--- src/verilog/core_types_pkg.sv ---
// Core-wide widths for ROB tags, register fields, operand data and opcodes
`default_nettype none

package core_types_pkg;

  // ROB tag carried by every operation and by unready operands
  localparam int ROBID_W = 7;

  // Destination register field
  localparam int RD_W = 6;

  // Set in the destination field when the operation writes no register
  localparam int RD_NODEST_BIT = 5;

  localparam int DATA_W = 32;
  localparam int OP_W = 5;

endpackage

`default_nettype wire
--- src/verilog/wb_arbiter.sv ---
// Fixed-priority writeback arbiter picking one unit result per cycle
`timescale 1ns/1ps
`default_nettype none

module wb_arbiter (
  input  wire                                 scalu0_fu_valid,
  input  wire                                 scalu0_fu_error,
  input  wire  [core_types_pkg::ROBID_W-1:0]  scalu0_fu_robid,
  input  wire  [core_types_pkg::RD_W-1:0]     scalu0_fu_rd,
  input  wire  [core_types_pkg::DATA_W-1:0]   scalu0_fu_result,
  input  wire                                 scalu1_fu_valid,
  input  wire                                 scalu1_fu_error,
  input  wire  [core_types_pkg::ROBID_W-1:0]  scalu1_fu_robid,
  input  wire  [core_types_pkg::RD_W-1:0]     scalu1_fu_rd,
  input  wire  [core_types_pkg::DATA_W-1:0]   scalu1_fu_result,
  input  wire                                 mcalu0_fu_valid,
  input  wire                                 mcalu0_fu_error,
  input  wire  [core_types_pkg::ROBID_W-1:0]  mcalu0_fu_robid,
  input  wire  [core_types_pkg::RD_W-1:0]     mcalu0_fu_rd,
  input  wire  [core_types_pkg::DATA_W-1:0]   mcalu0_fu_result,
  input  wire                                 mcalu1_fu_valid,
  input  wire                                 mcalu1_fu_error,
  input  wire  [core_types_pkg::ROBID_W-1:0]  mcalu1_fu_robid,
  input  wire  [core_types_pkg::RD_W-1:0]     mcalu1_fu_rd,
  input  wire  [core_types_pkg::DATA_W-1:0]   mcalu1_fu_result,
  output logic                                scalu0_grant,
  output logic                                scalu1_grant,
  output logic                                mcalu0_grant,
  output logic                                mcalu1_grant,
  output logic                                wb_valid,
  output logic                                wb_error,
  output logic [core_types_pkg::ROBID_W-1:0]  wb_robid,
  output logic [core_types_pkg::RD_W-1:0]     wb_rd,
  output logic [core_types_pkg::DATA_W-1:0]   wb_result
);

  localparam int BUS_W = 1 + core_types_pkg::ROBID_W + core_types_pkg::RD_W +
                         core_types_pkg::DATA_W;

  logic [3:0]       valid_vec;
  logic [3:0]       grant_vec;
  logic [BUS_W-1:0] bus_vec [4];
  logic [1:0]       sel;

  // Index 0 is scalu0, the highest priority
  assign valid_vec  = {mcalu1_fu_valid, mcalu0_fu_valid, scalu1_fu_valid, scalu0_fu_valid};
  assign bus_vec[0] = {scalu0_fu_error, scalu0_fu_robid, scalu0_fu_rd, scalu0_fu_result};
  assign bus_vec[1] = {scalu1_fu_error, scalu1_fu_robid, scalu1_fu_rd, scalu1_fu_result};
  assign bus_vec[2] = {mcalu0_fu_error, mcalu0_fu_robid, mcalu0_fu_rd, mcalu0_fu_result};
  assign bus_vec[3] = {mcalu1_fu_error, mcalu1_fu_robid, mcalu1_fu_rd, mcalu1_fu_result};

  always_comb begin
    sel = 2'd0;
    for (int i = 3; i >= 0; i--) begin
      if (valid_vec[i]) begin
        sel = 2'(i);
      end
    end
  end

  assign grant_vec    = valid_vec & (4'b0001 << sel);
  assign scalu0_grant = grant_vec[0];
  assign scalu1_grant = grant_vec[1];
  assign mcalu0_grant = grant_vec[2];
  assign mcalu1_grant = grant_vec[3];

  assign wb_valid = |valid_vec;
  assign {wb_error, wb_robid, wb_rd, wb_result} = bus_vec[sel];

endmodule

`default_nettype wire

--- config.mk ---
export PLATFORM = sky130hd
export DESIGN_NAME = wb_arbiter
export DESIGN_NICKNAME = d
export VERILOG_FILES = /design/src/verilog/core_types_pkg.sv /design/src/verilog/wb_arbiter.sv
export SDC_FILE = /design/constraint.sdc
export NUM_CORES = 1
export LEC_CHECK = 0
export BUFFER_PORTS_ARGS = -buffer_cell sky130_fd_sc_hd__clkbuf_2
export CORE_AREA = 5 5 90 92
export DETAILED_ROUTE_END_ITERATION = 10
export DIE_AREA = 0 0 95 97
export PLACE_DENSITY_LB_ADDON = 0.1
export SYNTH_ARGS = -nofsm -noshare
export SYNTH_HDL_FRONTEND = slang
export SYNTH_SLANG_ARGS = --single-unit
--- constraint.sdc ---
create_clock -name vclk -period 1
set_input_delay 0 -clock vclk [all_inputs]
set_output_delay 0 -clock vclk [all_outputs]
set_load 0.01 [all_outputs]
==> results by group <==
STA
  – Sum Neg Setup Slack: -6.46 ns
  – Final worst slack: -0.177 ns
  – RSZ-0062 raised after global routing: yes
  – Slew headroom: 0.694
  – Final Hold Vio Count: 0
  – Worst-Margin Slew: 0.458 ns
  – Peak Freq: 849 MHz
  – Max Slew Vio Count: 0
  – Setup violations, final: 46
  – Final worst path period need: 1.18 ns
  – Final Cycle Share: 1.18

Route
  – Top sig layer: met4
  – # DRC: 0
  – Via count: approximately 2700
  – DRT iter0 DRCs: 93
  – Met2 routed WL: 5.15 mm
  – Routed wl met3: a little under 900 microns
  – Drt first pass iters: 4
  – Antenna-violating nets left: 0
  – Routed len/inst: 18.9 microns
  – Total wire length: 9.67 mm
  – Vias/cell: 5.27
  – WL met1: around 3.5 mm

Logic synthesis
  – Synth Area per Inst: a little over 8 sq um
  – Post-synthesis compound-gate area fraction: 0.643
  – Register area share after synthesis: 0
  – Synth Area in Simple Gates: 0.233
  – Combinational family with the most area after synthesis: compound AO/OA/AOI/OAI gates
  – Unique masters post-synth: 19
  – Post-Synth XOR/XNOR Area: 0
  – Synth Area in Adders: 0
  – Synthesized area: 0.00147 sq mm
  – Largest area contributor in the netlist: a221o_1
  – Yosys warning total: 0
  – Synth area leaders: a221o_1, a32o_1, nand2b_1
  – Share of the synthesized area in the top cell type: 0.306
  – Net Count, Synth: 368
  – Post-synthesis mux area share: 0
  – Cells after synthesis: 180

Critical path
  – Critical path endpoint category: output pin
  – Largest stage delay on the critical path: 0.32 ns
  – CP Class: input port to output pin
  – CP max-delay cell: a221o_1
  – Most used cell, CP: buf_12
  – Worst EP required: 1.00 ns
  – Worst setup SP type: input port
  – Crit path DAT: 1.18 ns
  – Cell Chain, Critical Path: clkbuf_16, buf_12, buf_12, a221o_1, a32o_2, clkbuf_2
  – Worst-path fanout max: 26

Power and ir drop
  – PD cells: 489 mW/mm^2
  – Switching portion of total power: 0.445
  – Sequential Power Share: 0
  – Sw Pwr: 0.000655 W
  – Static Leak: 1.57 nW
  – Worst vdd ir: between 0.2 and 0.25 mV
  – Comb pwr share: 1.000
  – Int Pwr: 0.000817 W
  – Clk pwr share: 0

Layout
  – Layout cells sized above 1: 0.660
  – Post-layout util: 0.422
  – Post-route cell area: 0.00301 sq mm
  – Finished Layout Cells: 511
  – Most frequent cells in the layout: clkbuf_2, a221o_1, nand2b_1
  – Register area: 0 sq um
  – Final-layout clock buffer total: 0
  – Area grow syn2layout: 105%
  – Filler instances: approximately 800
  – Sequential cell count: 0
  – # nets final: 602
  – N_diodes: 0
  – Commonest non-fill, non-tap cell in the layout: clkbuf_2

Floorplanning
  – Chip Width: 95 microns
  – Core area: 0.00714 sq mm
  – # rows: 31
  – Initial Util: 0.206
  – Ports: 239
  – Die Y: around 97 microns
  – Die Area: 0.00922 sq mm

Clocking
  – Hold buffer count at cts: 0

Min path
  – Hold wc startpoint: scalu0_fu_result[13]
  – End of the worst hold path: wb_result[13]
  – Hold Crit Depth: 3
  – Hold WC Path Type: input port to output pin

Job
  – Max Cap Viol: 0

Outcome
  – Violated checks: setup timing
  – Status: finished, violations left

Place
  – Buffers on Ports: 239
  – GP Congestion: 0.818
  – Dpl cells: 505
  – Placed inst area: 0.00282 sq mm
  – DP Wirelength: between 7 and 8 mm

GRT
  – Pin count of the biggest net entering global routing: 38
  – Total GRT Usage: 0.193
  – Antenna violations before repair: 0
  – Vias in the first global route: 2744
  – Total gr overflow: 0
  – First-pass GRT wire length: 14.3 mm
cells by family after synthesis:
kind of cell,Yosys count
AO/OA/AOI/OAI,94
AND/OR/NAND/NOR,53
buffers and inverters,33
metrics by stage:
| step | power (W) | hold WS (ns) | setup slack (ns) |
|---|---|---|---|
| final | 0.00147 | 0.301 | -0.177 |
| after global routing | 0.00159 | 0.318 | -0.209 |
| after CTS | 0.00147 | 0.309 | -0.163 |
| after detailed placement | 0.00136 | 0.308 | -0.628 |
| after global placement | 0.00135 | 0.304 | -0.638 |
| after floorplan | 0.000674 | 0.0464 | 0.00145 |
final cells by class:
type | instances | area, sq um | area share
Timing Repair Buffer | 261 | 1530 | 0.508
Inverter | 1 | 3.75 | 0.00125
Tap cell | 99 | 124 | 0.0411
Multi-Input combinational cell | 150 | 1350 | 0.449
power groups by stage:
stage          clock network [W]  registers [W]  logic (W)
2_1_floorplan                  0              0   0.000674
3_3_place_gp                   0              0    0.00135
3_5_place_dp                   0              0    0.00136
4_1_cts                        0              0    0.00147
5_1_grt                        0              0    0.00159
6_report                       0              0    0.00147
worst max-delay path by stage:
stage                    start            end
6_report       mcalu0_fu_valid    wb_robid[3]
5_1_grt        mcalu0_fu_valid  wb_result[29]
4_1_cts        mcalu0_fu_valid  wb_result[29]
3_5_place_dp   mcalu1_fu_valid   wb_result[8]
3_3_place_gp   mcalu1_fu_valid   wb_result[7]
2_1_floorplan  scalu1_fu_valid       wb_rd[0]
Yosys cell counts (2+ instances only):
cell type,instances
nand2b_1,45
a32o_1,45
buf_1,3
a221o_1,45
buf_6,6
buf_2,10
nor2b_1,2
clkbuf_1,13
what timing repair did:
item,CTS,global route
buffers inserted,1,0
gates resized for setup,21,19
setup endpoints to repair,46,48
pin swaps,3,1
gates cloned,5,0
critical path, delay by kind of cell:
family	cells	cell delay, ns
buffers and inverters	4	0.58
AOI/OAI and AO/OA	2	0.59
routing by layer:
layer | global-route usage | up-vias
met5 | 0 | -
met4 | 0.0388 | 0
met3 | 0.0380 | 12
met2 | 0.374 | 151
met1 | 0.209 | 1264
li1 | - | 1266
(Power assumes the default switching activity.)
