$ cat src/verilog/core_types_pkg.sv
// Core-wide widths for ROB tags, register fields, operand data and opcodes
`default_nettype none

package core_types_pkg;

  // ROB tag carried by every operation and by unready operands
  localparam int ROBID_W = 7;

  // Destination register field
  localparam int RD_W = 6;

  // Set in the destination field when the operation writes no register
  localparam int RD_NODEST_BIT = 5;

  localparam int DATA_W = 32;
  localparam int OP_W = 5;

endpackage

`default_nettype wire
$ cat src/verilog/alu_op_pkg.sv
// Execute opcodes, their class bit and the shared single-cycle result function
`default_nettype none

package alu_op_pkg;

  // Set for multiply/divide, which only the multi-cycle units accept
  localparam int OP_MC_BIT = 4;

  localparam int SHAMT_W = $clog2(core_types_pkg::DATA_W);

  typedef enum logic [core_types_pkg::OP_W-1:0] {
    OP_ADD   = 5'h00,
    OP_SUB   = 5'h01,
    OP_AND   = 5'h02,
    OP_OR    = 5'h03,
    OP_XOR   = 5'h04,
    OP_SLL   = 5'h05,
    OP_SRL   = 5'h06,
    OP_SRA   = 5'h07,
    OP_SLT   = 5'h08,
    OP_SLTU  = 5'h09,
    // Multi-cycle group
    OP_MUL   = 5'h10,
    OP_MULHU = 5'h11,
    OP_DIVU  = 5'h12,
    OP_REMU  = 5'h13
  } alu_op_e;

  // Used by both unit types, since any unit may run a single-cycle op
  function automatic logic [core_types_pkg::DATA_W-1:0] sc_result(
    input alu_op_e                           op,
    input logic [core_types_pkg::DATA_W-1:0] a,
    input logic [core_types_pkg::DATA_W-1:0] b
  );
    logic [core_types_pkg::DATA_W-1:0] r;
    case (op)
      OP_ADD:  r = a + b;
      OP_SUB:  r = a - b;
      OP_AND:  r = a & b;
      OP_OR:   r = a | b;
      OP_XOR:  r = a ^ b;
      OP_SLL:  r = a << b[SHAMT_W-1:0];
      OP_SRL:  r = a >> b[SHAMT_W-1:0];
      OP_SRA:  r = $signed(a) >>> b[SHAMT_W-1:0];
      OP_SLT:  r = core_types_pkg::DATA_W'($signed(a) < $signed(b));
      OP_SLTU: r = core_types_pkg::DATA_W'(a < b);
      default: r = '0;
    endcase
    return r;
  endfunction

endpackage

`default_nettype wire

$ cat src/verilog/mcalu.sv
// Multiply/divide unit with a fixed multi-cycle latency and a held result
`timescale 1ns/1ps
`default_nettype none

module mcalu #(
  parameter int MC_LATENCY = 4
) (
  input  wire                                 clk,
  input  wire                                 rst_n,
  input  wire                                 issue,
  input  wire  [core_types_pkg::OP_W-1:0]     op,
  input  wire  [core_types_pkg::ROBID_W-1:0]  robid,
  input  wire  [core_types_pkg::RD_W-1:0]     rd,
  input  wire  [core_types_pkg::DATA_W-1:0]   op1,
  input  wire  [core_types_pkg::DATA_W-1:0]   op2,
  output logic                                stall,
  output logic                                fu_valid,
  output logic                                fu_error,
  output logic [core_types_pkg::ROBID_W-1:0]  fu_robid,
  output logic [core_types_pkg::RD_W-1:0]     fu_rd,
  output logic [core_types_pkg::DATA_W-1:0]   fu_result,
  input  wire                                 grant,
  input  wire                                 flush
);

  localparam int DW    = core_types_pkg::DATA_W;
  localparam int CNT_W = $clog2(MC_LATENCY + 1);

  typedef enum logic [1:0] {
    ST_IDLE,
    ST_BUSY,
    ST_DONE
  } state_e;

  state_e                          state;
  logic [CNT_W-1:0]                count;
  logic [core_types_pkg::OP_W-1:0] op_q;
  logic [DW-1:0]                   op1_q;
  logic [DW-1:0]                   op2_q;
  logic [2*DW-1:0]                 product;
  logic [DW-1:0]                   result_d;
  logic                            error_d;
  logic                            div_zero;
  logic                            finish;

  assign product  = op1_q * op2_q;
  assign div_zero = (op2_q == '0);
  assign finish   = (state == ST_BUSY) && (count == '0);

  always_comb begin
    error_d = 1'b0;
    case (alu_op_pkg::alu_op_e'(op_q))
      alu_op_pkg::OP_MUL:   result_d = product[DW-1:0];
      alu_op_pkg::OP_MULHU: result_d = product[2*DW-1:DW];
      alu_op_pkg::OP_DIVU: begin
        error_d  = div_zero;
        result_d = div_zero ? '1 : op1_q / op2_q;
      end
      alu_op_pkg::OP_REMU: begin
        error_d  = div_zero;
        result_d = div_zero ? op1_q : op1_q % op2_q;
      end
      // Single-cycle ops overflowing from the ALUs
      default: result_d = alu_op_pkg::sc_result(alu_op_pkg::alu_op_e'(op_q), op1_q, op2_q);
    endcase
  end

  // Counts MC_LATENCY edges from issue to DONE
  always_ff @(posedge clk) begin
    if (!rst_n || flush) begin
      state <= ST_IDLE;
      count <= '0;
    end else if (issue) begin
      state <= ST_BUSY;
      count <= CNT_W'(MC_LATENCY - 1);
    end else if (state == ST_BUSY) begin
      if (count == '0) begin
        state <= ST_DONE;
      end else begin
        count <= count - 1'b1;
      end
    end else if (grant) begin
      state <= ST_IDLE;
    end
  end

  always_ff @(posedge clk) begin
    if (issue) begin
      op_q     <= op;
      op1_q    <= op1;
      op2_q    <= op2;
      fu_robid <= robid;
      fu_rd    <= rd;
    end
    if (finish) begin
      fu_result <= result_d;
      fu_error  <= error_d;
    end
  end

  assign fu_valid = (state == ST_DONE);
  assign stall    = (state == ST_BUSY) | (fu_valid & ~grant);

endmodule

`default_nettype wire

$ cat config.mk
export PLATFORM = sky130hd
export DESIGN_NAME = mcalu
export DESIGN_NICKNAME = d
export VERILOG_FILES = /design/src/verilog/core_types_pkg.sv /design/src/verilog/alu_op_pkg.sv /design/src/verilog/mcalu.sv
export SDC_FILE = /design/constraint.sdc
export NUM_CORES = 2
export LEC_CHECK = 0
export ABC_AREA = 1
export ABC_CLOCK_PERIOD_IN_PS = 59300
export BUFFER_PORTS_ARGS = -buffer_cell sky130_fd_sc_hd__buf_4
export CAP_MARGIN = 20
export CORE_MARGIN = 4
export CORE_UTILIZATION = 60
export CTS_BUF_LIST = sky130_fd_sc_hd__clkbuf_2 sky130_fd_sc_hd__clkbuf_4 sky130_fd_sc_hd__clkbuf_8
export CTS_CLUSTER_DIAMETER = 50
export DETAILED_ROUTE_END_ITERATION = 6
export GPL_TIMING_DRIVEN = 1
export HOLD_SLACK_MARGIN = 0.03
export PLACE_DENSITY = 0.8
export SYNTH_ARGS = -nofsm -noshare
export SYNTH_HDL_FRONTEND = slang
export SYNTH_SLANG_ARGS = --single-unit
$ cat constraint.sdc
create_clock -name clk -period 59.3 [get_ports clk]
set_input_delay 11.86 -clock clk [delete_from_list [all_inputs] [get_ports clk]]
set_output_delay 11.86 -clock clk [all_outputs]
set_load 0.01 [all_outputs]
==> out/summary.txt, run 1 <==
Unique cell type count in the Yosys netlist - 91
Combinational family with the most area after synthesis - adder cells
Die span in y - 363 µm
Initial cell density of the core - 60.7%
Syn Area/Cell - 6.87 µm²
H-tree depth - 4
Synth Area in Adders - 38.7%
Area leader, netlist - fa_1
I/O pin count - 135
Gr usage total - 73.9%
Width of the die - 363 µm
# clock sinks - 120
Largest cells by area after synthesis - fa_1 24%, ha_1 15%, nand2_1 14%
Error msg - [ERROR GRT-0232] Routing congestion too high. Check the congestion heatmap in the GUI.
XOR/XNOR Fraction of Synth Area - 4.68%
Exit stage - 5_1_grt
# rows - 129
Total gr overflow - 4
Cells after synthesis - 11.0k
Port buffer count - 134
Clock Tree Root - clkbuf_8
Post-Synth Simple-Gate Area - 23.2%
Outcome - aborted with a tool error
CTS buffer count - 17
Synth Area in Compound Gates - 14.0%
Post-synth ARST share - 0%
Detail Placement HPWL - 285000 µm
Commonest cells post-synth - 2870 x nand2_1, 2242 x inv_1, 899 x fa_1
Placer congestion estimate - 1.19
Mux cell area share after synthesis - 0.265%
Largest net degree at the start of global routing - 71
Register area share after synthesis - 4.71%
Most used DFF post-synth - edfxtp_1
Mapped cell area - 75400 µm²
Worst endpoint type - sequential cell input
EDFF count, synth - 115
Synth Register Bits - 120
Post-synth top area share - 23.9%
Top-count cell post-synth - nand2_1
Maximum clock path buffer count - 2
Synthesis warning total - 0
Synthesized net count - 12.9k
Worst EP post-GRT repair - fu_result[27]$_DFFE_PP_/D
==> cell families after synthesis <==
logic type,count (synthesis)
fa+ha+maj,1792
flops,120
mux,20
buf+inv,2735
simple gates,4137
compound gates,1770
xor+xnor,403
==> stage by stage <==
stage	setup TNS, ps	std cells	instance area (µm²)	setup WS [ps]	hold slack (ps)
CTS	-52380	14700	97900	-1820	498
detailed placement	-153790	14500	94100	-5120	486
global placement	-78280	14500	94100	-2760	466
floorplan	-4120	11000	76500	-361	453
==> routing by layer <==
metal | GRT overflow | track usage (%)
met5 | 0 | 39.4
met4 | 3 | 68.4
met3 | 1 | 59.0
met2 | 0 | 88.3
met1 | 0 | 76.5
==> what timing repair did <==
| item | in CTS |
|---|---|
| gates cloned | 7 |
| pin swaps | 268 |
| gates resized for setup | 433 |
| endpoints found under the setup margin | 32 |
| hold buffers | 0 |
| buffers inserted | 182 |
==> run 2: changes to the inputs <==
Settings changed: ABC_CLOCK_PERIOD_IN_PS 59300 to 77100, CORE_UTILIZATION 60 to 40, CTS_BUF_LIST sky130_fd_sc_hd__clkbuf_2 sky130_fd_sc_hd__clkbuf_4 sky130_fd_sc_hd__clkbuf_8 to not set, CTS_CLUSTER_DIAMETER 50 to not set, HOLD_SLACK_MARGIN 0.03 to not set, PLACE_DENSITY 0.8 to not set, PLACE_DENSITY_LB_ADDON set to 0.15.
Clock period 59.3 ns to 77.1 ns, I/O delays scaled along.
==> out/summary.txt, run 2 <==
Outcome - completed
First-pass GRT wire length - 514000 µm
Final nets - 12.9k
Post-synth top area share - 23.9%
Port buffer count - 134
Critical path arrival - 70970 ps
WHS Path Cells - 2
Worst-Skew Late Latency - 560 ps
Mapped cell area - 75400 µm²
H-tree depth - 4
Critical Path RT - 77240 ps
Drt via density - 5.57
Synthesis warning total - 0
Detail Placement HPWL - 287000 µm
Largest cells by area after synthesis - fa_1 24%, ha_1 15%, nand2_1 14%
Clock Tree Root - clkbuf_16
Synth Register Bits - 120
Placed cell count - 13.4k
Syn Area/Cell - 6.87 µm²
Post-route cell area - 81400 µm²
Biggest regs - fu_result x32, op1_q x32, op2_q x32
# clock sinks - 120
Post-route minimum period - 70840 ps
Area leader, netlist - fa_1
Initial cell density of the core - 40.2%
Wire per inst - 26.4 µm
DRC - 0
Worst Skew - 37.0 ps
Largest net degree at the start of global routing - 85
Gr usage total - 35.6%
Reg-to-reg endpoint - fu_result[24]$_DFFE_PP_
Unique cell type count in the Yosys netlist - 91
Hold WC Path Type - register to register
CTS tree - yes
Layout cells sized above 1 - 9.20%
Reg2Reg Setup Slack - 6260 ps
# rows - 159
Final hold violations - 0
Final period util - 91.9%
Area grow syn2layout - 7.85%
Dpl cell area - 79100 µm²
Max-cap violations - 0
Commonest cells post-synth - 2870 x nand2_1, 2242 x inv_1, 899 x fa_1
Cells after synthesis - 11.0k
Die area - 196000 µm²
Crit path largest cell delay - 730 ps
Core Box Area - 188000 µm²
CP dominant cell by count - nand2_1
CTS buffer count - 17
Die span in y - 442 µm
Width of the die - 442 µm
Slowest-stage cell, CP - edfxtp_1
I/O pin count - 135
Register area share after synthesis - 4.71%
Most common cell after layout, fill and taps aside - nand2_1
Worst relative slew slack - 17.7%
Synthesized net count - 12.9k
HP Start - state[1]$_SDFFE_PP0P_
Clk slew on worst S/H paths - 80 ps
Setup violators final - 0
EDFF count, synth - 115
Post-synth ARST share - 0%
Least-Margin Pin Slew - 1200 ps
Hold Path Sink - state[1]$_SDFFE_PP0P_
Reg2reg start - op2_q[6]$_DFFE_PP_
ANT nets after route - 0
Final Non-Filler Cells - 13.5k
Top-count cell post-synth - nand2_1
Placer congestion estimate - 1.05
Filler cell count - 19.7k
Initial DRC count - 6954
Total gr overflow - 0
Reg2reg path depth - 507
Most used DFF post-synth - edfxtp_1
Maximum clock path buffer count - 2
CP endpoint kind - register
Worst Setup Start Kind - register
Initial antenna violation count - 30
Fmax - 14.1 MHz
Most frequent cells in the layout - 2858 x nand2_1, 2224 x inv_1, 899 x fa_1, 887 x ha_1, 676 x a21oi_1
Slew Viols, Final - 0
CP Class - register to register
Via count of the first global-routing pass - 74.7k
Final wirelength - 357000 µm
TritonRoute pass-1 iters - 6
CP Max Fanout - 36
Via Count - 75.3k
run 2: metal layers:
metal	global-route usage, %	share of wire [%]	wire length [µm]
met3	6.08	8.0	28500
met5	0	0.030	108
met1	46.9	42	149000
met4	16.0	5.6	20100
met2	57.2	45	159000
run 2: repair_timing:
item / CTS / global route
pin swaps: 0 / 33
hold buffers: 0 / 0
endpoints found under the setup margin: 8 / 32
buffers inserted: 0 / 74
gates cloned: 0 / 2
resized for setup: 1 / 255
run 2: worst max-delay path: cells and delay by family, from the launching register on:
| family | cells | cell delay, ps |
|---|---|---|
| adders and majority gates | 31 | 10330 |
| AOI/OAI and AO/OA | 138 | 22700 |
| xor gates and xnor gates | 3 | 440 |
| and+or+nand+nor | 269 | 29190 |
| buffers and inverters | 66 | 6780 |
| DFF | 1 | 730 |
run 2: cell type report:
type	count	area (µm²)	share of cell area, %
multi-input combinational	8124	61800	76.0
inverter	2295	8700	10.7
sequential	120	3550	4.37
timing repair buffer	445	3510	4.31
tap	2495	3120	3.84
clock buffer	19	433	0.532
clock inverter	13	201	0.248
antenna	14	35.0	0.0431
run 2: cells by family after synthesis:
group / after synthesis / share of synthesized area [%]
buffers and inverters: 2735 / 14.5
multiplexers: 20 / 0.265
XOR/XNOR: 403 / 4.68
AND/OR/NAND/NOR: 4137 / 23.2
adder cells (fa/ha/maj): 1792 / 38.7
flip-flops: 120 / 4.71
AO/OA/AOI/OAI: 1770 / 14.0
run 2: how the worst max path moves through the flow:
| stage | start | to | slack, ps | depth (start not counted) |
|---|---|---|---|---|
| floorplan | op2_q[0]$_DFFE_PP_ | fu_result[29]$_DFFE_PP_ | 12570 | 535 |
| global placement | op1_q[5]$_DFFE_PP_ | fu_result[1]$_DFFE_PP_ | 1140 | 502 |
| detailed placement | op1_q[5]$_DFFE_PP_ | fu_result[1]$_DFFE_PP_ | 110 | 509 |
| CTS | op1_q[5]$_DFFE_PP_ | fu_result[1]$_DFFE_PP_ | 140 | 507 |
| global route | op2_q[29]$_DFFE_PP_ | fu_result[24]$_DFFE_PP_ | -420 | 539 |
| finish | op2_q[6]$_DFFE_PP_ | fu_result[24]$_DFFE_PP_ | 6260 | 507 |
run 2: per-stage QoR:
step / hold slack [ps] / util (%) / setup TNS (ps) / setup WS, ps
global placement: 471 / 42.1 / 0 / 1140
detailed placement: 478 / 42.2 / 0 / 112
CTS: 488 / 42.5 / 0 / 138
global route: 524 / 43.3 / -5380 / -416
floorplan: 453 / - / 0 / 12570
finish: 490 / 43.4 / 0 / 6260
Power of run 2 is left out: the tool's default activity adds up to more than one toggle a clock period on the data nets, which glitch-free logic cannot reach.
