**config.mk**
```make
export PLATFORM = sky130hd
export DESIGN_NAME = exers
export DESIGN_NICKNAME = d
export VERILOG_FILES = /design/src/verilog/core_types_pkg.sv /design/src/verilog/alu_op_pkg.sv /design/src/verilog/exers.sv
export SDC_FILE = /design/constraint.sdc
export NUM_CORES = 2
export LEC_CHECK = 0
export BUFFER_PORTS_ARGS = -buffer_cell sky130_fd_sc_hd__buf_4
export CORE_ASPECT_RATIO = 1.75
export CORE_MARGIN = 2
export CORE_UTILIZATION = 55
export CTS_BUF_LIST = sky130_fd_sc_hd__clkbuf_8
export CTS_CLUSTER_DIAMETER = 80
export CTS_CLUSTER_SIZE = 28
export DETAILED_ROUTE_END_ITERATION = 8
export PLACE_DENSITY = 0.7
export SETUP_SLACK_MARGIN = 0.5
export SLEW_MARGIN = 0
export SYNTH_ARGS = -nofsm -noshare
export SYNTH_HDL_FRONTEND = slang
export SYNTH_SLANG_ARGS = --single-unit
export TNS_END_PERCENT = 30
```
**constraint.sdc**
```tcl
create_clock -name clk -period 6.1 [get_ports clk]
set_input_delay 1.525 -clock clk [delete_from_list [all_inputs] [get_ports clk]]
set_output_delay 1.525 -clock clk [all_outputs]
set_load 0.02 [all_outputs]
```
**src/verilog/core_types_pkg.sv**
```systemverilog
// Core-wide widths for ROB tags, register fields, operand data and opcodes
`default_nettype none

package core_types_pkg;

  // ROB tag carried by every operation and by unready operands
  localparam int ROBID_W = 7;

  // Destination register field
  localparam int RD_W = 6;

  // Set in the destination field when the operation writes no register
  localparam int RD_NODEST_BIT = 5;

  localparam int DATA_W = 32;
  localparam int OP_W = 5;

endpackage

`default_nettype wire
```
**src/verilog/alu_op_pkg.sv**
```systemverilog
// Execute opcodes, their class bit and the shared single-cycle result function
`default_nettype none

package alu_op_pkg;

  // Set for multiply/divide, which only the multi-cycle units accept
  localparam int OP_MC_BIT = 4;

  localparam int SHAMT_W = $clog2(core_types_pkg::DATA_W);

  typedef enum logic [core_types_pkg::OP_W-1:0] {
    OP_ADD   = 5'h00,
    OP_SUB   = 5'h01,
    OP_AND   = 5'h02,
    OP_OR    = 5'h03,
    OP_XOR   = 5'h04,
    OP_SLL   = 5'h05,
    OP_SRL   = 5'h06,
    OP_SRA   = 5'h07,
    OP_SLT   = 5'h08,
    OP_SLTU  = 5'h09,
    // Multi-cycle group
    OP_MUL   = 5'h10,
    OP_MULHU = 5'h11,
    OP_DIVU  = 5'h12,
    OP_REMU  = 5'h13
  } alu_op_e;

  // Used by both unit types, since any unit may run a single-cycle op
  function automatic logic [core_types_pkg::DATA_W-1:0] sc_result(
    input alu_op_e                           op,
    input logic [core_types_pkg::DATA_W-1:0] a,
    input logic [core_types_pkg::DATA_W-1:0] b
  );
    logic [core_types_pkg::DATA_W-1:0] r;
    case (op)
      OP_ADD:  r = a + b;
      OP_SUB:  r = a - b;
      OP_AND:  r = a & b;
      OP_OR:   r = a | b;
      OP_XOR:  r = a ^ b;
      OP_SLL:  r = a << b[SHAMT_W-1:0];
      OP_SRL:  r = a >> b[SHAMT_W-1:0];
      OP_SRA:  r = $signed(a) >>> b[SHAMT_W-1:0];
      OP_SLT:  r = core_types_pkg::DATA_W'($signed(a) < $signed(b));
      OP_SLTU: r = core_types_pkg::DATA_W'(a < b);
      default: r = '0;
    endcase
    return r;
  endfunction

endpackage

`default_nettype wire

```
**src/verilog/exers.sv**
```systemverilog
// Reservation station holding renamed ops until ready, then issuing to a free unit
`timescale 1ns/1ps
`default_nettype none

module exers #(
  parameter int RS_ENTRIES = 32
) (
  input  wire                                 clk,
  input  wire                                 rst_n,
  // Rename side
  input  wire                                 rename_exers_write,
  input  wire  [core_types_pkg::OP_W-1:0]     rename_op,
  input  wire  [core_types_pkg::ROBID_W-1:0]  rename_robid,
  input  wire  [core_types_pkg::RD_W-1:0]     rename_rd,
  input  wire                                 rename_op1ready,
  input  wire  [core_types_pkg::DATA_W-1:0]   rename_op1,
  input  wire                                 rename_op2ready,
  input  wire  [core_types_pkg::DATA_W-1:0]   rename_op2,
  output logic                                exers_stall,
  // Shared issue fields
  output logic [core_types_pkg::ROBID_W-1:0]  exers_robid,
  output logic [core_types_pkg::RD_W-1:0]     exers_rd,
  output logic [core_types_pkg::DATA_W-1:0]   exers_op1,
  output logic [core_types_pkg::DATA_W-1:0]   exers_op2,
  output logic [core_types_pkg::OP_W-1:0]     exers_op,
  output logic                                scalu0_issue,
  output logic                                scalu1_issue,
  output logic                                mcalu0_issue,
  output logic                                mcalu1_issue,
  input  wire                                 scalu0_stall,
  input  wire                                 scalu1_stall,
  input  wire                                 mcalu0_stall,
  input  wire                                 mcalu1_stall,
  // Writeback bus
  input  wire                                 wb_valid,
  input  wire                                 wb_error,
  input  wire  [core_types_pkg::ROBID_W-1:0]  wb_robid,
  input  wire  [core_types_pkg::RD_W-1:0]     wb_rd,
  input  wire  [core_types_pkg::DATA_W-1:0]   wb_result,
  input  wire                                 rob_flush
);

  localparam int IDX_W = $clog2(RS_ENTRIES);
  localparam int TAG_W = core_types_pkg::ROBID_W;

  logic [RS_ENTRIES-1:0]              rs_valid;
  logic [RS_ENTRIES-1:0]              rs_op1ready;
  logic [RS_ENTRIES-1:0]              rs_op2ready;
  logic [core_types_pkg::OP_W-1:0]    rs_op [RS_ENTRIES];
  logic [TAG_W-1:0]                   rs_robid [RS_ENTRIES];
  logic [core_types_pkg::RD_W-1:0]    rs_rd [RS_ENTRIES];
  logic [core_types_pkg::DATA_W-1:0]  rs_op1 [RS_ENTRIES];
  logic [core_types_pkg::DATA_W-1:0]  rs_op2 [RS_ENTRIES];

  logic [RS_ENTRIES-1:0] ready_vec;
  logic [IDX_W-1:0]      insert_idx;
  logic [IDX_W-1:0]      issue_idx;
  logic                  issue_valid;
  logic                  issue_fire;
  logic                  insert_fire;
  logic                  is_mc_op;
  logic                  wake_valid;
  logic                  ins_op1_hit;
  logic                  ins_op2_hit;

  // Results without a destination or with an error wake nothing
  assign wake_valid = wb_valid & ~wb_error & ~wb_rd[core_types_pkg::RD_NODEST_BIT];

  assign exers_stall = &rs_valid;
  assign insert_fire = rename_exers_write & ~exers_stall;
  assign ready_vec   = rs_valid & rs_op1ready & rs_op2ready;
  assign issue_valid = |ready_vec;

  // Producer writing back on the insert edge, catch it here or it is missed
  assign ins_op1_hit = wake_valid & ~rename_op1ready & (rename_op1[TAG_W-1:0] == wb_robid);
  assign ins_op2_hit = wake_valid & ~rename_op2ready & (rename_op2[TAG_W-1:0] == wb_robid);

  // Lowest free slot and lowest ready slot
  always_comb begin
    insert_idx = '0;
    issue_idx  = '0;
    for (int i = RS_ENTRIES - 1; i >= 0; i--) begin
      if (!rs_valid[i]) begin
        insert_idx = IDX_W'(i);
      end
      if (ready_vec[i]) begin
        issue_idx = IDX_W'(i);
      end
    end
  end

  assign exers_robid = rs_robid[issue_idx];
  assign exers_rd    = rs_rd[issue_idx];
  assign exers_op1   = rs_op1[issue_idx];
  assign exers_op2   = rs_op2[issue_idx];
  assign exers_op    = rs_op[issue_idx];
  assign is_mc_op    = rs_op[issue_idx][alu_op_pkg::OP_MC_BIT];

  // Priority scalu0, scalu1, mcalu0, mcalu1; mul/div skip the ALUs
  always_comb begin
    scalu0_issue = 1'b0;
    scalu1_issue = 1'b0;
    mcalu0_issue = 1'b0;
    mcalu1_issue = 1'b0;
    if (issue_valid) begin
      if (!is_mc_op && !scalu0_stall) begin
        scalu0_issue = 1'b1;
      end else if (!is_mc_op && !scalu1_stall) begin
        scalu1_issue = 1'b1;
      end else if (!mcalu0_stall) begin
        mcalu0_issue = 1'b1;
      end else if (!mcalu1_stall) begin
        mcalu1_issue = 1'b1;
      end
    end
  end

  assign issue_fire = scalu0_issue | scalu1_issue | mcalu0_issue | mcalu1_issue;

  always_ff @(posedge clk) begin
    if (!rst_n || rob_flush) begin
      rs_valid <= '0;
    end else begin
      if (issue_fire) begin
        rs_valid[issue_idx] <= 1'b0;
      end
      if (insert_fire) begin
        rs_valid[insert_idx] <= 1'b1;
      end
    end
  end

  // Operand capture from writeback, then the new entry
  always_ff @(posedge clk) begin
    for (int i = 0; i < RS_ENTRIES; i++) begin
      if (wake_valid && rs_valid[i] && !rs_op1ready[i] &&
          rs_op1[i][TAG_W-1:0] == wb_robid) begin
        rs_op1ready[i] <= 1'b1;
        rs_op1[i]      <= wb_result;
      end
      if (wake_valid && rs_valid[i] && !rs_op2ready[i] &&
          rs_op2[i][TAG_W-1:0] == wb_robid) begin
        rs_op2ready[i] <= 1'b1;
        rs_op2[i]      <= wb_result;
      end
    end
    if (insert_fire) begin
      rs_op[insert_idx]       <= rename_op;
      rs_robid[insert_idx]    <= rename_robid;
      rs_rd[insert_idx]       <= rename_rd;
      rs_op1ready[insert_idx] <= rename_op1ready | ins_op1_hit;
      rs_op1[insert_idx]      <= ins_op1_hit ? wb_result : rename_op1;
      rs_op2ready[insert_idx] <= rename_op2ready | ins_op2_hit;
      rs_op2[insert_idx]      <= ins_op2_hit ? wb_result : rename_op2;
    end
  end

endmodule

`default_nettype wire

```
==> metrics.md <==
| Metric | Value |
|---|---|
| Antenna Violating Nets Remaining | 0 |
| Critical Path RT | 4580 ps |
| Post-synth cell types | 85 |
| # nets final | 9951 |
| PnR Total Power | 30.4 mW |
| Status | finished with violations |
| Mapped Cells | 9689 |
| Cell Rows | 234 |
| Storage element area | 0.0808 sq mm |
| Slew HR | 0.729% |
| Iter 0 DRT Violations | 15965 |
| Hold path start | rs_op1ready[31] |
| Filler cells | 17552 |
| CTS tree | built |
| Mean Syn Cell Area | 13.3 sq um |
| Most frequent cells in the layout | edfxtp_1 (2624), a21oi_1 (1854), nor2_1 (918) |
| Hold Path Class | reg -> reg |
| Dpl cells | 12557 |
| Most common cell after layout, fill and taps aside | edfxtp_1 |
| Max-cap viol count | 1 |
| Failing checks | max-capacitance violations, negative setup slack |
| Vias per inst | 7.31 |
| CTS clk-pin slew, worst paths | 190 ps |
| Peak VDD IR | 0.201 mV |
| Net Sw Frac | 23.9% |
| Minimum clock period | 6350 ps |
| Async set-or-reset flop fraction in the synthesized netlist | 0% |
| Detailed Routing Iterations Pass 1 | 9 |
| Vias in the first global route | 91147 |
| Crit path launch | rs_valid[4] |
| P_int | 23.1 mW |
| Clock share of power | 24.7% |
| First-pass GRT wire length | 693000 um |
| Root buffer cell | clkbuf_8 |
| Register bit total from synthesis | 2720 |
| Pwr Density | 211 mW/mm^2 |
| Synth Warn # | 0 |
| Setup crit end kind | output pin |
| GPL Wtd Cong | 1.04 |
| Multi-input gate area | 0.0458 sq mm |
| Max Buffers Root-to-Sink | 3 |
| Leak Pwr | 47.7 nW |
| Combinational Power Share | 7.7% |
| Share of power burned in registers | 67.6% |
| Die ar. | 0.238 sq mm |
| DP Wirelength | 322000 um |
| Initial Util | 55.3% |
| I/O Pins | 226 |
| Clock Latency Late Sink | 1070 ps |
| Final WS setup | -251 ps |
| Chip Height | 643 um |
| Die width | 369 um |
| Netlist Area Pre-Place | 0.128 sq mm |
| Remaining routing DRC violations | 0 |
| Initial antenna violation count | 19 |
| FF-to-FF Start | rs_valid[31] |
| Number of flops mapped to enable cells by yosys | 2624 |
| Sink Count | 2720 |
| Final WL | 516000 um |
| FMAX | 157 MHz |
| Share of layout cells above drive strength 1 | 24.0% |
| Sequential area share after synthesis | 62.8% |
| TritonCTS Buffers | 111 |
| CP arrival | 4830 ps |
| Critical path class | reg -> out |
| Fin. max-slew vios | 0 |
| Final hold violation count | 0 |
| Area of the core | 0.232 sq mm |
| Largest net degree at the start of global routing | 120 |
| Startpoint Class | flip-flop |
| Slew @ Worst Pin | 1480 ps |
| Setup violations, final | 69 |
| DR vias | 94553 |
| IO Port Bufs | 220 |
| DR WL/cell | 39.9 um |
| Final std cells w/o fill | 12937 |
| Htree depth | 3 |
| Synth Flop Type | edfxtp_1 |
| NetSw | 7.24 mW |
| RSZ-0062 raised after global routing | yes |
| Worst Clk Skew | 102 ps |
| Setup TNS | -7910 ps |
| Grt total ovfl | 0 |
| Syn_nets | 9828 |
| Final period util | 104% |
| Area added between synthesis and finish | 11.7% |
| Global-route usage over all layers | 42.3% |
| Worst Path Max Fanout | 7 |
[flip-flops by register name (all words and copies together), names as in the netlist]
register and count:
rs_op1 1024, rs_op2ready 32, rs_rd 192, rs_valid 32, rs_op2 1024, rs_op1ready 32, rs_robid 224, rs_op 160
[worst max-delay path, cell delays in order (launching register included)]
cell,delay [ps]
dfxtp_1,590
nand3_2,300
o2111a_2,270
a21o_1,200
o21ai_4,280
buf_12,180
buf_16,170
buf_12,120
buf_16,130
mux4_2,650
a22oi_2,200
nand4b_1,330
buf_6,260
buf_6,130
[per-stage QoR]
stage / hold WS (ps) / instance area (sq um) / worst slack, ps / util [%]
3_5_place_dp: 478 / 137000 / 282 / 59.0
5_1_grt: 523 / 144000 / -253 / 61.8
4_1_cts: 501 / 141000 / -94.1 / 60.8
6_report: 504 / 144000 / -251 / 61.8
3_3_place_gp: 483 / 137000 / 280 / 59.0
2_1_floorplan: 453 / 128000 / 690 / -
[power by group through the flow]
stage	combinational (mW)	clock [mW]	sequential, mW
2_1_floorplan	1.28	0	20.9
3_3_place_gp	2.08	0	20.9
3_5_place_dp	2.15	0	21.0
4_1_cts	2.20	7.40	20.5
5_1_grt	2.45	7.92	20.5
6_report	2.33	7.50	20.5
[cells in the mapped netlist (all sizes together), types with 6 or more instances]
library cell / number / area share [%]
dfxtp: 96 / 1.5
mux2: 290 / 2.5
nand2b: 11 / 0.054
nand4: 160 / 0.78
a22oi: 309 / 1.8
inv: 36 / 0.11
o21ai: 49 / 0.19
nand2: 624 / 1.8
o211ai: 10 / 0.058
nor3: 22 / 0.086
nor3b: 52 / 0.30
a211oi: 9 / 0.056
nand3: 91 / 0.36
a31oi: 97 / 0.47
xnor2: 28 / 0.19
edfxtp: 2624 / 61
and3: 115 / 0.56
mux2i: 78 / 0.61
o221a: 29 / 0.25
and2: 11 / 0.054
mux4: 544 / 9.5
clkbuf: 722 / 2.1
buf: 235 / 0.97
a221oi: 6 / 0.041
nor2: 928 / 2.7
xor2: 434 / 3.0
nor2b: 12 / 0.058
nor4: 132 / 0.65
a21oi: 1859 / 7.2
o22ai: 6 / 0.034
[metal layers]
| layer | track usage (%) | share of wire, % | vias up |
|---|---|---|---|
| met5 | 0 | 0.013 | - |
| met4 | 38.4 | 12 | 10 |
| met3 | 9.43 | 12 | 2266 |
| met2 | 66.6 | 46 | 8110 |
| met1 | 48.3 | 30 | 46930 |
| li1 | - | - | 37237 |
[what timing repair did]
item	4_1_cts	5_1_grt
gates resized for setup	241	222
hold buffers	0	0
pin swaps	93	90
cloned	21	22
setup buffers	66	101
setup endpoints to repair	86	86
[layout make-up]
class	count	share of cell area (%)
Sequential cell	2720	56.3
Clock inverter	41	0.242
Multi-Input combinational cell	5973	31.9
Antenna cell	17	0.0296
Timing Repair Buffer	970	7.67
Clock buffer	112	1.07
Tap cell	3068	2.67
Inverter	36	0.105
[logic make-up after synthesis]
| family | count (synthesis) | synth area share, % |
|---|---|---|
| flops | 2720 | 62.8 |
| buf+inv | 996 | 3.21 |
| xor+xnor | 462 | 3.15 |
| simple gates | 2179 | 7.60 |
| compound gates | 2420 | 10.5 |
| mux | 912 | 12.7 |
[worst paths after layout]
check	endpoint	slack, ps	cells past startpoint
max	exers_op2[6]	-250	13
min	rs_op1ready[31]	500	2
max reg2reg	rs_op2[10][31]	1000	12
min reg2reg	rs_op1ready[31]	500	2
Note: power is estimated with default switching activity, not from simulation.
